==> src/common/audio_pkg.sv <==
package audio_pkg;

	// default widths, overridden through the top-level parameters
	parameter int SAMPLE_W = 16;
	parameter int ADDR_W   = 20;

	// one signed pcm word
	typedef logic signed [SAMPLE_W-1:0] sample_t;

	// engine modes as seen on o_mode
	typedef enum logic [2:0] {
		MODE_IDLE,       // nothing recorded yet
		MODE_REC,
		MODE_REC_PAUSE,
		MODE_WAIT,       // recording present, not playing
		MODE_PLAY,
		MODE_PLAY_PAUSE
	} mode_e;

	// controller to playback datapath
	typedef enum logic [1:0] {
		CMD_HOLD,
		CMD_RUN,
		CMD_RESET
	} play_cmd_e;

	typedef struct packed {
		logic [2:0] speed_m1; // factor minus one
		logic       fast;
		logic       inte;     // linear interpolation in slow mode
	} play_cfg_t;

	// request toward the external async sram
	typedef struct packed {
		logic [ADDR_W-1:0] addr;
		sample_t           wdata;
		logic              we_n;
	} sram_req_t;

endpackage

==> src/source/audio_ctrl.sv <==
module audio_ctrl
	import audio_pkg::*;
#(
	parameter int P_SAMPLE_W = SAMPLE_W,
	parameter int P_ADDR_W   = ADDR_W
) (
	input  logic                  i_clk,
	input  logic                  i_rst_n,
	input  logic                  i_rec,
	input  logic                  i_play,
	input  logic                  i_pause,
	input  logic                  i_stop,
	input  logic                  i_wr_stb,
	input  logic [P_ADDR_W-1:0]   i_wr_addr,
	input  logic [P_SAMPLE_W-1:0] i_wr_data,
	input  logic [P_ADDR_W-1:0]   i_rd_addr,
	input  logic                  i_play_end,
	output logic                  o_rec_en,
	output play_cmd_e             o_play_cmd,
	output logic [P_ADDR_W:0]     o_end_addr,
	output sram_req_t             o_sram,
	output mode_e                 o_mode
);

	mode_e               mode_q;
	mode_e               mode_d;
	logic [P_ADDR_W:0]   end_addr_q;   // number of stored samples
	logic [P_ADDR_W:0]   end_addr_d;
	logic [P_ADDR_W-1:0] rec_base_q;
	logic [P_ADDR_W-1:0] rec_base_d;
	logic [P_ADDR_W-1:0] rec_addr;
	logic                recording;
	logic                mem_full;

	// the recorder pointer runs on across recordings, so every new
	// recording is rebased to start at address 0
	assign rec_addr   = i_wr_addr - rec_base_q;
	assign recording  = (mode_q == MODE_REC) || (mode_q == MODE_REC_PAUSE);
	assign mem_full   = i_wr_stb && (&rec_addr); // last word just written
	assign o_rec_en   = (mode_q == MODE_REC);
	assign o_end_addr = end_addr_q;
	assign o_mode     = mode_q;

	always_comb begin
		mode_d     = mode_q;
		end_addr_d = end_addr_q;
		rec_base_d = rec_base_q;
		o_play_cmd = CMD_HOLD;
		case (mode_q)
			MODE_IDLE, MODE_WAIT: begin
				if (i_rec) begin
					mode_d     = MODE_REC;
					end_addr_d = '0;
					rec_base_d = i_wr_addr;
				end else if (i_play && (mode_q == MODE_WAIT)) begin
					mode_d = MODE_PLAY;
				end
			end
			MODE_REC, MODE_REC_PAUSE: begin
				if (i_wr_stb)
					end_addr_d = {1'b0, rec_addr} + 1'b1;
				if (i_stop || mem_full)
					mode_d = MODE_WAIT;
				else if (i_pause)
					mode_d = (mode_q == MODE_REC) ? MODE_REC_PAUSE : MODE_REC;
			end
			MODE_PLAY, MODE_PLAY_PAUSE: begin
				if (mode_q == MODE_PLAY)
					o_play_cmd = CMD_RUN;
				if (i_stop || i_play_end) begin
					o_play_cmd = CMD_RESET; // rewind for the next play
					mode_d     = MODE_WAIT;
				end else if (i_pause) begin
					mode_d = (mode_q == MODE_PLAY) ? MODE_PLAY_PAUSE : MODE_PLAY;
				end
			end
			default: mode_d = MODE_IDLE;
		endcase
	end

	// sram bus owner
	always_comb begin
		if (recording) begin
			o_sram.addr  = rec_addr;
			o_sram.wdata = i_wr_data;
			o_sram.we_n  = ~i_wr_stb;
		end else begin
			o_sram.addr  = i_rd_addr;
			o_sram.wdata = '0;
			o_sram.we_n  = 1'b1;
		end
	end

	always_ff @(posedge i_clk or negedge i_rst_n) begin
		if (!i_rst_n) begin
			mode_q     <= MODE_IDLE;
			end_addr_q <= '0;
			rec_base_q <= '0;
		end else begin
			mode_q     <= mode_d;
			end_addr_q <= end_addr_d;
			rec_base_q <= rec_base_d;
		end
	end

endmodule

==> src/recorder/i2s_rx.sv <==
module i2s_rx
	import audio_pkg::*;
#(
	parameter int P_SAMPLE_W = SAMPLE_W,
	parameter int P_ADDR_W   = ADDR_W
) (
	input  logic                  i_clk,
	input  logic                  i_rst_n,
	input  logic                  i_en,
	input  logic                  i_adcdat,
	input  logic                  i_adclrck,
	output logic                  o_wr_stb,
	output logic [P_ADDR_W-1:0]   o_wr_addr,
	output logic [P_SAMPLE_W-1:0] o_wr_data
);

	localparam int CNT_W = $clog2(P_SAMPLE_W);

	typedef enum logic [1:0] {
		RX_WAIT,   // look for the left half-frame
		RX_SHIFT,
		RX_STORE
	} rx_state_e;

	rx_state_e             state_q;
	logic                  lrc_q;
	logic                  lrc_fall;
	logic                  capture;
	logic [CNT_W-1:0]      bit_cnt_q;
	logic [P_SAMPLE_W-1:0] shift_q;
	logic [P_ADDR_W-1:0]   addr_q;

	assign lrc_fall  = lrc_q & ~i_adclrck;
	assign capture   = i_en && (((state_q == RX_WAIT) && lrc_fall) || (state_q == RX_SHIFT));
	assign o_wr_stb  = (state_q == RX_STORE);
	assign o_wr_addr = addr_q;
	assign o_wr_data = shift_q;

	always_ff @(posedge i_clk or negedge i_rst_n) begin
		if (!i_rst_n) begin
			state_q   <= RX_WAIT;
			lrc_q     <= 1'b0;
			bit_cnt_q <= '0;
			addr_q    <= '0;
		end else begin
			lrc_q <= i_adclrck;
			case (state_q)
				RX_WAIT: begin
					if (i_en && lrc_fall) begin
						state_q   <= RX_SHIFT;
						bit_cnt_q <= CNT_W'(1); // msb taken on the fall
					end
				end
				RX_SHIFT: begin
					if (!i_en) begin
						state_q <= RX_WAIT; // partial word dropped
					end else begin
						bit_cnt_q <= bit_cnt_q + 1'b1;
						if (bit_cnt_q == CNT_W'(P_SAMPLE_W - 1))
							state_q <= RX_STORE;
					end
				end
				RX_STORE: begin
					addr_q  <= addr_q + 1'b1; // wraps at full memory
					state_q <= RX_WAIT;
				end
				default: state_q <= RX_WAIT;
			endcase
		end
	end

	always_ff @(posedge i_clk) begin
		if (capture)
			shift_q <= {shift_q[P_SAMPLE_W-2:0], i_adcdat};
	end

endmodule

==> src/player/play_dsp.sv <==
module play_dsp
	import audio_pkg::*;
#(
	parameter int P_SAMPLE_W = SAMPLE_W,
	parameter int P_ADDR_W   = ADDR_W
) (
	input  logic                i_clk,
	input  logic                i_rst_n,
	input  play_cmd_e           i_cmd,
	input  play_cfg_t           i_cfg,
	input  logic [P_ADDR_W:0]   i_end_addr,
	input  logic                i_daclrck,
	input  sample_t             i_rdata,
	output logic [P_ADDR_W-1:0] o_rd_addr,
	output sample_t             o_sample,
	output logic                o_player_en,
	output logic                o_end
);

	logic                        lrc_q;
	logic                        lrc_rise;
	logic [P_ADDR_W:0]           addr_q;   // one spare bit so a skip never wraps
	logic [2:0]                  phase_q;  // repeat index in slow mode
	logic [3:0]                  factor;
	sample_t                     prev_q;
	logic signed [P_SAMPLE_W:0]   diff;
	logic signed [P_SAMPLE_W+4:0] scaled;
	logic signed [P_SAMPLE_W+4:0] frac;
	sample_t                     interp;

	assign lrc_rise  = i_daclrck & ~lrc_q;
	assign factor    = {1'b0, i_cfg.speed_m1} + 4'd1;
	assign o_rd_addr = addr_q[P_ADDR_W-1:0];

	// prev + (next - prev) * c / s, divide truncates toward zero
	always_comb begin
		diff   = i_rdata - prev_q;
		scaled = diff * $signed({1'b0, phase_q});
		frac   = scaled / $signed({1'b0, factor});
		interp = prev_q + frac[P_SAMPLE_W-1:0];
	end

	always_ff @(posedge i_clk or negedge i_rst_n) begin
		if (!i_rst_n) begin
			lrc_q       <= 1'b0;
			addr_q      <= '0;
			phase_q     <= '0;
			o_sample    <= '0;
			o_player_en <= 1'b0;
			o_end       <= 1'b0;
		end else begin
			lrc_q <= i_daclrck;
			case (i_cmd)
				CMD_RESET: begin
					addr_q      <= '0;
					phase_q     <= '0;
					o_player_en <= 1'b0;
					o_end       <= 1'b0;
				end
				CMD_RUN: begin
					if (lrc_rise) begin
						if (addr_q >= i_end_addr) begin
							o_end <= 1'b1; // last word already shifted out
						end else if (i_cfg.fast) begin
							o_player_en <= 1'b1;
							o_sample    <= i_rdata;
							addr_q      <= addr_q + factor;
							phase_q     <= '0;
						end else begin
							o_player_en <= 1'b1;
							phase_q     <= (phase_q == i_cfg.speed_m1) ? 3'd0 : phase_q + 3'd1;
							if (phase_q == 3'd0) begin
								o_sample <= i_rdata;
								addr_q   <= addr_q + 1'b1; // rdata becomes the next sample
							end else begin
								o_sample <= i_cfg.inte ? interp : prev_q;
							end
						end
					end
				end
				default: o_player_en <= 1'b0;
			endcase
		end
	end

	// stored sample kept for repeats
	always_ff @(posedge i_clk) begin
		if ((i_cmd == CMD_RUN) && lrc_rise && !i_cfg.fast && (phase_q == 3'd0))
			prev_q <= i_rdata;
	end

endmodule

==> src/player/i2s_tx.sv <==
module i2s_tx
	import audio_pkg::*;
#(
	parameter int P_SAMPLE_W = SAMPLE_W
) (
	input  logic    i_clk,
	input  logic    i_rst_n,
	input  logic    i_en,
	input  logic    i_daclrck,
	input  sample_t i_sample,
	output logic    o_dacdat
);

	localparam int CNT_W = $clog2(P_SAMPLE_W) + 1;

	logic                  lrc_q;
	logic                  lrc_fall;
	logic                  busy;
	logic [CNT_W-1:0]      bits_left_q;
	logic [P_SAMPLE_W-1:0] shift_q;

	assign lrc_fall = lrc_q & ~i_daclrck;
	assign busy     = (bits_left_q != '0);
	assign o_dacdat = i_en && busy && shift_q[P_SAMPLE_W-1]; // msb first

	always_ff @(posedge i_clk or negedge i_rst_n) begin
		if (!i_rst_n) begin
			lrc_q       <= 1'b0;
			bits_left_q <= '0;
		end else begin
			lrc_q <= i_daclrck;
			if (!i_en)
				bits_left_q <= '0;
			else if (lrc_fall)
				bits_left_q <= CNT_W'(P_SAMPLE_W); // left half starts
			else if (busy)
				bits_left_q <= bits_left_q - 1'b1;
		end
	end

	always_ff @(posedge i_clk) begin
		if (i_en && lrc_fall)
			shift_q <= i_sample;
		else if (busy)
			shift_q <= {shift_q[P_SAMPLE_W-2:0], 1'b0};
	end

endmodule

==> src/source/audio_top.sv <==
module audio_top
	import audio_pkg::*;
#(
	parameter int P_SAMPLE_W = SAMPLE_W,
	parameter int P_ADDR_W   = ADDR_W
) (
	input  logic      i_clk,
	input  logic      i_rst_n,
	input  logic      i_rec,
	input  logic      i_play,
	input  logic      i_pause,
	input  logic      i_stop,
	input  logic [3:0] i_speed,   // 0 to 8
	input  logic      i_fast,
	input  logic      i_inte,
	input  logic      i_adcdat,
	input  logic      i_adclrck,
	input  logic      i_daclrck,
	input  sample_t   i_sram_rdata,
	output sram_req_t o_sram,
	output logic      o_dacdat,
	output mode_e     o_mode
);

	logic                  rec_en;
	logic                  wr_stb;
	logic [P_ADDR_W-1:0]   wr_addr;
	logic [P_SAMPLE_W-1:0] wr_data;
	logic [P_ADDR_W-1:0]   rd_addr;
	logic [P_ADDR_W:0]     end_addr;
	logic                  play_end;
	logic                  player_en;
	play_cmd_e             play_cmd;
	play_cfg_t             play_cfg;
	sample_t               play_sample;

	// speed 0 and 1 both mean real time
	always_comb begin
		play_cfg.fast = i_fast;
		play_cfg.inte = i_inte;
		if (i_speed <= 4'd1)
			play_cfg.speed_m1 = 3'd0;
		else if (i_speed >= 4'd8)
			play_cfg.speed_m1 = 3'd7;
		else
			play_cfg.speed_m1 = 3'(i_speed - 4'd1);
	end

	audio_ctrl #(
		.P_SAMPLE_W (P_SAMPLE_W),
		.P_ADDR_W   (P_ADDR_W)
	) u_ctrl (
		.i_clk      (i_clk),
		.i_rst_n    (i_rst_n),
		.i_rec      (i_rec),
		.i_play     (i_play),
		.i_pause    (i_pause),
		.i_stop     (i_stop),
		.i_wr_stb   (wr_stb),
		.i_wr_addr  (wr_addr),
		.i_wr_data  (wr_data),
		.i_rd_addr  (rd_addr),
		.i_play_end (play_end),
		.o_rec_en   (rec_en),
		.o_play_cmd (play_cmd),
		.o_end_addr (end_addr),
		.o_sram     (o_sram),
		.o_mode     (o_mode)
	);

	i2s_rx #(
		.P_SAMPLE_W (P_SAMPLE_W),
		.P_ADDR_W   (P_ADDR_W)
	) u_rx (
		.i_clk     (i_clk),
		.i_rst_n   (i_rst_n),
		.i_en      (rec_en),
		.i_adcdat  (i_adcdat),
		.i_adclrck (i_adclrck),
		.o_wr_stb  (wr_stb),
		.o_wr_addr (wr_addr),
		.o_wr_data (wr_data)
	);

	play_dsp #(
		.P_SAMPLE_W (P_SAMPLE_W),
		.P_ADDR_W   (P_ADDR_W)
	) u_dsp (
		.i_clk       (i_clk),
		.i_rst_n     (i_rst_n),
		.i_cmd       (play_cmd),
		.i_cfg       (play_cfg),
		.i_end_addr  (end_addr),
		.i_daclrck   (i_daclrck),
		.i_rdata     (i_sram_rdata),
		.o_rd_addr   (rd_addr),
		.o_sample    (play_sample),
		.o_player_en (player_en),
		.o_end       (play_end)
	);

	i2s_tx #(
		.P_SAMPLE_W (P_SAMPLE_W)
	) u_tx (
		.i_clk     (i_clk),
		.i_rst_n   (i_rst_n),
		.i_en      (player_en),
		.i_daclrck (i_daclrck),
		.i_sample  (play_sample),
		.o_dacdat  (o_dacdat)
	);

endmodule

==> config.mk <==
export PLATFORM = sky130hd
export DESIGN_NAME = audio_top
export DESIGN_NICKNAME = d
export VERILOG_FILES = /design/src/common/audio_pkg.sv /design/src/source/audio_ctrl.sv /design/src/recorder/i2s_rx.sv /design/src/player/play_dsp.sv /design/src/player/i2s_tx.sv /design/src/source/audio_top.sv
export SDC_FILE = /design/constraint.sdc
export NUM_CORES = 1
export LEC_CHECK = 0
export CORE_UTILIZATION = 43
export DETAILED_ROUTE_END_ITERATION = 16
export DONT_BUFFER_PORTS = 1
export PLACE_DENSITY = 0.67
export SYNTH_ARGS = -nofsm -noshare
export SYNTH_HDL_FRONTEND = slang
export SYNTH_HIERARCHICAL = 1
export SYNTH_SLANG_ARGS = --single-unit
==> constraint.sdc <==
create_clock -name i_clk -period 101.6 [get_ports i_clk]
set_input_delay 15.24 -clock i_clk [delete_from_list [all_inputs] [get_ports i_clk]]
set_output_delay 15.24 -clock i_clk [all_outputs]
set_load 0.1 [all_outputs]
## Word level (Yosys, flattened, before mapping)

Index checks and enable logic that the tools add are counted.

| word-level totals | value |
|---|---|
| input port bits | 31 |
| bits in registers | 167 |
| output and inout bits | 41 |
| logic and storage cells | 153 |

| operators by class | value |
|---|---|
| reduce and logical (&&, ||, !) cells | 38 |
| $lt $le $gt $ge | 3 |
| div/mod/pow operators | 1 |
| multiply operators | 1 |
| equal/unequal tests | 24 |
| add/subtract/negate cells | 12 |
| mux-type cells | 49 |
| bitwise gates (word level) | 8 |

Operators with widths:

| kind | count |
|---|---|
| 21-bit 2-to-1 mux | 6 |
| 21-bit case mux with 2 select lines | 2 |
| 16-bit 2-to-1 mux | 5 |
| 37-bit 2-to-1 mux | 1 |
| 3-bit 2-to-1 mux | 12 |
| 20-bit by 1-bit adder with 21-bit output (second input constant) | 1 |
| 21-bit by 1-bit adder with 21-bit output (second input constant) | 1 |
| 21-bit by 4-bit adder with 21-bit output | 1 |
| 21-bit by 5-bit divider with 21-bit output | 1 |
| 21-bit greater-or-equal comparator | 1 |
| 17-bit by 4-bit multiplier with 21-bit output | 1 |
| 20-bit by 1-bit adder with 20-bit output (second input constant) | 1 |
| 20-bit AND reduction | 1 |
| 20-bit subtractor | 1 |
| 3-bit AND reduction | 6 |
| 16-bit by 16-bit subtractor with 17-bit output | 1 |
| 16-bit adder | 1 |
| 5-bit 2-to-1 mux | 3 |
| 2-bit 2-to-1 mux | 6 |
| 3-bit by 2-bit inequality test with 1-bit output (second input constant) | 4 |
| 1-bit logical AND | 11 |
| 3-bit case mux with 3 select lines | 1 |
| 4-bit 2-to-1 mux | 2 |
| 2-bit by 1-bit inequality test with 1-bit output (second input constant) | 4 |
| other kinds (33) | 62 |

## Logic depth before layout (Yosys ltp)

Gate-level depths: netlist of the first run.

| depth | value |
|---|---|
| depth in word-level cells | 9 |
| depth in mapped cells | 273 |
| mapped depth without buffers | 260 |

## By module

The synthesis of the first run kept the hierarchy.

By module, submodules not included:

| module | instances | cells each | area each (µm²) | sequential area each (µm²) |
|---|---|---|---|---|
| play_dsp | 1 | 2,155 | 16,150.5 | 1,556.5 |
| audio_ctrl | 1 | 503 | 3,913.8 | 1,101.1 |
| i2s_rx | 1 | 116 | 1,692.9 | 1,156.1 |
| i2s_tx | 1 | 64 | 975.9 | 630.6 |
| audio_top | 1 | 9 | 68.8 | 0.0 |

## Worst setup path after synthesis of the first run

No wires, ideal clock.

| timing path | value |
|---|---|
| path kind | input-to-reg |
| start | input port i_sram_rdata[1] |
| end | register u_dsp.o_sample[15] |
| arrival time | 63.404 ns |
| stages | 254 |
| path buffers | 12 |
| setup slack | 38.127 ns |
| setup time | 0.069 ns |
| data required time | 101.531 ns |
| path through | ha_1 nor2b_1 o21ai_0 nand2b_1 a21o_1 a21o_1 a21o_1 a21o_1 a21o_1 a21o_1 a21o_1 a21o_1 a21oi_1 nor2_1 o21ai_0 nand2b_1 a21oi_1 xnor2_1 [... 218 more ...] a21o_1 a21o_1 a21oi_1 o21bai_1 a21oi_1 o21bai_1 a21oi_1 o21bai_1 a21oi_1 o21bai_1 a21oi_1 o21bai_1 a21oi_1 xnor2_1 nand2b_1 mux2i_1 mux2_2 nand3_1 |

| between the ends | value |
|---|---|
| word-level cells in the longest chain between the ends | 7 |

Ends and longest elaborated chain:

| element | line | source |
|---|---|---|
| from (decl) | audio_top.sv:19 | `input sample_t i_sram_rdata,` |
| 16-bit by 16-bit subtractor with 17-bit output | play_dsp.sv:37 | `diff = i_rdata - prev_q;` |
| 17-bit by 4-bit multiplier with 21-bit output | play_dsp.sv:38 | `scaled = diff * $signed({1'b0, phase_q});` |
| 21-bit by 5-bit divider with 21-bit output | play_dsp.sv:39 | `frac = scaled / $signed({1'b0, factor});` |
| 16-bit adder | play_dsp.sv:40 | `interp = prev_q + frac[P_SAMPLE_W-1:0];` |
| 16-bit 2-to-1 mux | play_dsp.sv:76 | `o_sample <= i_cfg.inte ? interp : prev_q;` |
| 16-bit 2-to-1 mux | play_dsp.sv:72 | `if (phase_q == 3'd0) begin` |
| 16-bit 2-to-1 mux | play_dsp.sv:64 | `end else if (i_cfg.fast) begin` |
| to (signal assigned) | play_dsp.sv:66 | `o_sample <= i_rdata;` |
| to (signal assigned) | play_dsp.sv:73 | `o_sample <= i_rdata;` |
| to (signal assigned) | play_dsp.sv:76 |  |
| to (decl) | play_dsp.sv:15 | `output sample_t o_sample,` |

Every way passes these cells.
A chain may end at the register's enable or synchronous reset.

## Final worst setup path of the first run

| timing path | value |
|---|---|
| start | input port i_sram_rdata[0] |
| end | register u_dsp.o_sample[15] |

Same word-level chain as after synthesis.

==> run metrics, run 1 <==
setup tns final=0 ns; share of cells above drive strength 1=7.99%; worst-case register-to-register setup slack=44.84 ns; overall fraction of global-route tracks in use=between 20% and 30%; starting density of the core=between 40% and 50%; count of hold-fix buffers inserted at cts=0; Die H=between 200 and 250 um; HPWL Detailed=49000 um; unrepaired setup endpoints after global routing=false; Clk pin slew, worst setup/hold paths=0.08 ns; placeable core region=52400 um^2; post-synth design cell area=22800 um^2; GR peak layer=met2; worst slew margin relative to its limit=between 10% and 20%; DIE AREA=54000 um^2; met3 capacity usage during global routing=2.59%; commonest non-fill, non-tap cell in the layout=sky130_fd_sc_hd__nand2_1; largest fanout on the critical path=25; startpoint class of the critical path=input pin; CTS Root Buffer Type=sky130_fd_sc_hd__clkbuf_16; arrival time of the worst setup path=71.41 ns; signed area change from the synthesized netlist to the final layout=4.88%; mean number of vias per cell=6.00; Post-synth EDFFs=between 40 and 50; setup violators final=0; initial antenna violation count=0; GRT overflow=0; run status=complete, no violations; Crit-path slowest cell=sky130_fd_sc_hd__a21oi_1; antenna diode count=0; data required time of the worst path=101.98 ns; share of the clock period used by the worst path after layout=69.9%; Worst Max-Slew Pin Slew=1.24 ns; clock tree skew after final layout=0.0118 ns; Distinct cells, synth=approximately 140; flip-flop and latch count after synthesis=168; number of maximum-capacitance violations=0; Max H-tree Level=4; TritonCTS Buffers=17; number of buffers inserted to repair setup after CTS=0; Area contributors post-synth=sky130_fd_sc_hd__dfrtp_1 13%, sky130_fd_sc_hd__ha_1 11%, sky130_fd_sc_hd__edfxtp_1 6.3%; global-route wire length before repair=102000 um; drt drc=0; number of nets with antenna violations after routing=0; most used cells in the layout excluding fill and tap cells=291 x sky130_fd_sc_hd__nand2_1, 211 x sky130_fd_sc_hd__nor2_1, 205 x sky130_fd_sc_hd__ha_1; TritonCTS clock tree=done; floorplan row count=84; type of the most critical hold path=flop to flop; filler cell count=approximately 5000; count of buffers inserted at the top-level ports=0; met2 track demand over resource in global routing=a little under two fifths; Post-Route WL=~61000 um; number of search-and-repair iterations in the first detailed-routing pass=7; net count reported at finish=3036; average detailed-routed wire length per instance=17.5 um; clock sink count=168; final critical delay including setup and external delays=71.04 ns; register area share after synthesis=between 10% and 20%; async set or reset register ratio after synthesis=71.4%; initial detailed-routing violation count=~1500; clk buf depth=2; pin count of the biggest net entering global routing=121; most frequently used flop master after synthesis=sky130_fd_sc_hd__dfrtp_1; Boundary Pins=72; global routing usage on met1=31.1%; share of the synthesized area in the top cell type=13.2%; RD Place Congestion=0.915; area taken by multi-input logic gates=roughly 17000 um^2; type of element capturing the critical path=flop; via count of the first global-routing pass=20300; Syn Nets=3104; count of mapped cells out of synthesis=2847; area occupied by registers=between 4000 and 5000 um^2; Max Transition Viols Final=0; syn avg cell area=about 8 um^2; via count of the routed design=approximately 21000; Synth area leader=sky130_fd_sc_hd__dfrtp_1; path type of the worst setup path=input pin to flop; delay of the slowest critical-path stage=between 0.6 and 0.7 ns; Die W=232 um; warnings from Yosys=6; final number of hold-violating endpoints=0; fmax=0.0141 GHz; Worst path most repeated cell=sky130_fd_sc_hd__a21oi_1; clock latency of the later-clocked register in the worst-skew pair=0.44 ns; number of resized instances in the post-cts repair step=0; minimum hold slack=~0.45 ns
[synthesized netlist by cell type, types with 27 or more instances]
| master | count |
|---|---|
| sky130_fd_sc_hd__nand2_1 | 291 |
| sky130_fd_sc_hd__ha_1 | 205 |
| sky130_fd_sc_hd__a21oi_1 | 171 |
| sky130_fd_sc_hd__nand2b_1 | 46 |
| sky130_fd_sc_hd__nor2_1 | 211 |
| sky130_fd_sc_hd__xor2_1 | 73 |
| sky130_fd_sc_hd__o21ai_0 | 162 |
| sky130_fd_sc_hd__buf_4 | 27 |
| sky130_fd_sc_hd__a31oi_1 | 27 |
| sky130_fd_sc_hd__edfxtp_1 | 48 |
| sky130_fd_sc_hd__xnor2_1 | 145 |
| sky130_fd_sc_hd__dfrtp_1 | 120 |
| sky130_fd_sc_hd__mux2i_1 | 45 |
| sky130_fd_sc_hd__nand4_1 | 44 |
| sky130_fd_sc_hd__o31ai_1 | 31 |
| sky130_fd_sc_hd__inv_1 | 173 |
| sky130_fd_sc_hd__and2_1 | 80 |
| sky130_fd_sc_hd__nor3_1 | 84 |
| sky130_fd_sc_hd__a21o_1 | 74 |
| sky130_fd_sc_hd__clkbuf_1 | 50 |
| sky130_fd_sc_hd__nor2b_1 | 32 |
| sky130_fd_sc_hd__or3_1 | 29 |
| sky130_fd_sc_hd__nand3_1 | 67 |
| sky130_fd_sc_hd__mux2_2 | 38 |
| sky130_fd_sc_hd__o21a_1 | 44 |
[area by class of cell]
class / instances / share of cell area (%)
inverter: 174 / 2.73
multi-input combinational: 2406 / 72.1
tap: 688 / 3.60
sequential: 168 / 18.6
clock inverter: 14 / 0.691
clock buffer: 18 / 1.88
timing repair buffer: 12 / 0.377
[critical path: cells and delay by family]
family | cells | cell delay (ns)
AO/OA/AOI/OAI | 109 | 22.90
AND/OR/NAND/NOR | 85 | 20.25
adder cells (fa/ha/maj) | 28 | 8.26
multiplexers | 11 | 3.37
buffers and inverters | 11 | 1.09
XOR/XNOR | 2 | 0.24
[worst paths after layout]
| path | depth (start not counted) | end | from |
|---|---|---|---|
| setup / recovery | 246 | u_dsp/o_sample[15] | i_sram_rdata[0] |
| hold / removal | 0 | u_rx/o_wr_data[15] | u_rx/o_wr_data[14] |
| setup reg to reg | 244 | u_dsp/o_sample[15] | u_dsp/prev_q[1] |
| hold reg to reg | 0 | u_rx/o_wr_data[15] | u_rx/o_wr_data[14] |
| max in group asynchronous | 0 | u_dsp/addr_q[15] | i_rst_n |
| min in group asynchronous | 0 | u_rx/bit_cnt_q[1] | i_rst_n |
[through the flow]
stage          area (um^2)  utilization (%)  setup slack [ns]  std cells
2_1_floorplan        22800                -             38.13       2847
3_3_place_gp         23300             44.4             33.04       3448
3_5_place_dp         23300             44.4             30.85       3448
4_1_cts              23900             45.6             31.09       3480
5_1_grt              23900             45.6             25.93       3480
6_report             23900             45.6             30.56       3480
[cells by family (layout without fill, tap and decap cells)]
| family | count (synthesis) | after routing | share of synthesized area (%) |
|---|---|---|---|
| adders and majority gates | 226 | 226 | 13.1 |
| DFF | 168 | 168 | 19.5 |
| muxes | 103 | 103 | 4.90 |
| and+or+nand+nor | 1065 | 1065 | 24.7 |
| buffers and inverters | 273 | 218 | 5.15 |
| xor gates and xnor gates | 221 | 221 | 8.64 |
| AOI/OAI and AO/OA | 791 | 791 | 24.1 |
[flip-flops by register name, summed over array words and instances, names as in the netlist, 4 cells and up]
register	count
u_dsp/addr_q	21
u_tx/shift_q	16
u_rx/o_wr_addr	20
u_dsp/prev_q	16
u_ctrl/rec_base_q	20
u_rx/o_wr_data	16
u_dsp/o_sample	16
u_tx/bits_left_q	5
u_rx/bit_cnt_q	4
u_ctrl/o_end_addr	21
[routing by layer]
metal / part of all wire [%] / vias up
li1: - / 10300
met1: 47 / 9963
met2: 46 / 567
met3: 5.0 / 93
met4: 2.1 / 0
met5: 0 / -
Power of run 1 is not shown: default switching activity piles up to over one toggle a cycle in this logic, so the estimate is an artifact.
==> inputs of run 2 (changes only) <==
==> constraint.sdc (replaced) <==
create_clock -name i_clk -period 72.3 [get_ports i_clk]
set_input_delay 10.845 -clock i_clk [delete_from_list [all_inputs] [get_ports i_clk]]
set_output_delay 10.845 -clock i_clk [all_outputs]
set_load 0.1 [all_outputs]
==> run 2 against run 1 <==
- cell count did not move
- setup slack lost 25 ns
- register-to-register slack worse by 29 ns
==> run metrics, run 2 (synthesis gave the netlist of run 1 again) <==
starting density of the core=a little over two fifths; setup tns final=0 ns; setup violators final=0; startpoint class of the critical path=input pin; final number of hold-violating endpoints=0; Post-Route WL=approximately 61000 um; via count of the first global-routing pass=20400; Max Transition Viols Final=0; most used cells in the layout excluding fill and tap cells=291 x sky130_fd_sc_hd__nand2_1, 211 x sky130_fd_sc_hd__nor2_1, 205 x sky130_fd_sc_hd__ha_1; DIE AREA=54000 um^2; Core Util, Final=45.6%; data required time of the worst path=72.69 ns; clk buf depth=2; net count reported at finish=~3000; average detailed-routed wire length per instance=17.5 um; post-detailed-placement cell area=23300 um^2; clock sink count=168; delay of the slowest critical-path stage=0.69 ns; floorplan row count=84; Clk pin slew, worst setup/hold paths=0.08 ns; type of the most critical hold path=flop to flop; number of search-and-repair iterations in the first detailed-routing pass=6; initial antenna violation count=0; worst-case register-to-register setup slack=15.55 ns; antenna diode count=0; clock tree skew after final layout=0.0115 ns; number of buffers inserted to repair setup after CTS=0; RD Place Congestion=0.915; TritonCTS Buffers=17; share of cells above drive strength 1=7.99%; Die H=232 um; via count of the routed design=21000; overall fraction of global-route tracks in use=between 20% and 30%; largest fanout on the critical path=16; fmax=0.0150 GHz; commonest non-fill, non-tap cell in the layout=sky130_fd_sc_hd__nand2_1; CTS Root Buffer Type=sky130_fd_sc_hd__clkbuf_16; startpoint of the most critical register-to-register path=u_dsp/prev_q[1]; cell count of the worst reg-to-reg path=243; Crit-path slowest cell=sky130_fd_sc_hd__o21ai_1; Boundary Pins=between 70 and 80; global-route wire length before repair=102000 um; Non-Filler Cell Area, Final=23900 um^2; number of maximum-capacitance violations=0; unrepaired setup endpoints after global routing=false; number of nets with antenna violations after routing=0; share of the clock period used by the worst path after layout=92.0%; placeable core region=52400 um^2; filler cell count=about 5000; endpoint of the worst-slack reg-to-reg timing path=u_dsp/o_sample[15]; worst-case hold path end point=u_rx/o_wr_data[3]; Die W=between 200 and 250 um; Max H-tree Level=4; run status=complete, no violations; hold-critical path depth=0; Worst Max-Slew Pin Slew=1.25 ns; clock latency of the later-clocked register in the worst-skew pair=0.45 ns; pin count of the biggest net entering global routing=roughly 120; GRT overflow=0; worst slew margin relative to its limit=about 16%; Hold Path Origin=u_rx/o_wr_data[2]; count of buffers inserted at the top-level ports=0; mean number of vias per cell=6.03; final critical delay including setup and external delays=66.52 ns; signed area change from the synthesized netlist to the final layout=4.89%; TritonCTS clock tree=done; HPWL Detailed=48900 um; number of resized instances in the post-cts repair step=0; arrival time of the worst setup path=66.91 ns; path type of the worst setup path=input pin to flop; Worst path most repeated cell=sky130_fd_sc_hd__a21oi_1; drt drc=0; type of element capturing the critical path=flop; initial detailed-routing violation count=1448; count of hold-fix buffers inserted at cts=0
run 2: cell types whose count changed in the layout (fill, tap and decap cells not counted):
cell                        change
sky130_fd_sc_hd__clkbuf_16      -1
sky130_fd_sc_hd__clkinv_4       -1
sky130_fd_sc_hd__clkinv_8       +2
sky130_fd_sc_hd__inv_12         +1
sky130_fd_sc_hd__inv_8          -1
run 2: worst max-delay path by stage:
stage,depth (start not counted),startpoint,slack [ns],to
3_5_place_dp,243,i_sram_rdata[0],6.03,u_dsp/o_sample[15]
4_1_cts,243,i_sram_rdata[0],6.27,u_dsp/o_sample[15]
3_3_place_gp,241,i_sram_rdata[1],8.14,u_dsp/o_sample[15]
5_1_grt,247,i_sram_rdata[0],0.77,u_dsp/o_sample[15]
2_1_floorplan,254,i_sram_rdata[1],13.22,u_dsp/o_sample[15]
6_report,242,i_sram_rdata[1],5.78,u_dsp/o_sample[15]
run 2: cell type report:
type | count | area, um^2 | share of cell area (%)
Multi-Input combinational cell | 2406 | 17300 | 72.1
Sequential cell | 168 | 4440 | 18.6
Tap cell | 688 | 861 | 3.60
Inverter | 174 | 653 | 2.73
Clock buffer | 17 | 425 | 1.78
Clock inverter | 15 | 194 | 0.811
Timing Repair Buffer | 12 | 90.1 | 0.377
run 2: per-layer routing:
layer	global-route usage [%]	vias to the layer above	share of wire (%)	wire [um]
li1	-	10300	-	-
met1	31.1	10100	47	28800
met2	37.4	591	46	27900
met3	2.60	78	5.2	3160
met4	5.26	0	1.7	1030
met5	0	-	0	0
run 2: critical path, delay by kind of cell:
family                     cells  cell delay (ns)
AOI/OAI and AO/OA            107            22.71
xor gates and xnor gates       2             0.20
adders and majority gates     27             8.25
buffers and inverters          8             0.62
muxes                         12             3.92
and+or+nand+nor               86            20.30
run 2: stage by stage:
step	worst slack, ns	instances	hold WS [ns]
3_3_place_gp	8.14	3448	0.430
6_report	5.78	3480	0.447
2_1_floorplan	13.22	2847	0.417
4_1_cts	6.27	3480	0.453
3_5_place_dp	6.03	3448	0.428
5_1_grt	0.773	3480	0.460
Power of run 2 is left out for the same reason.
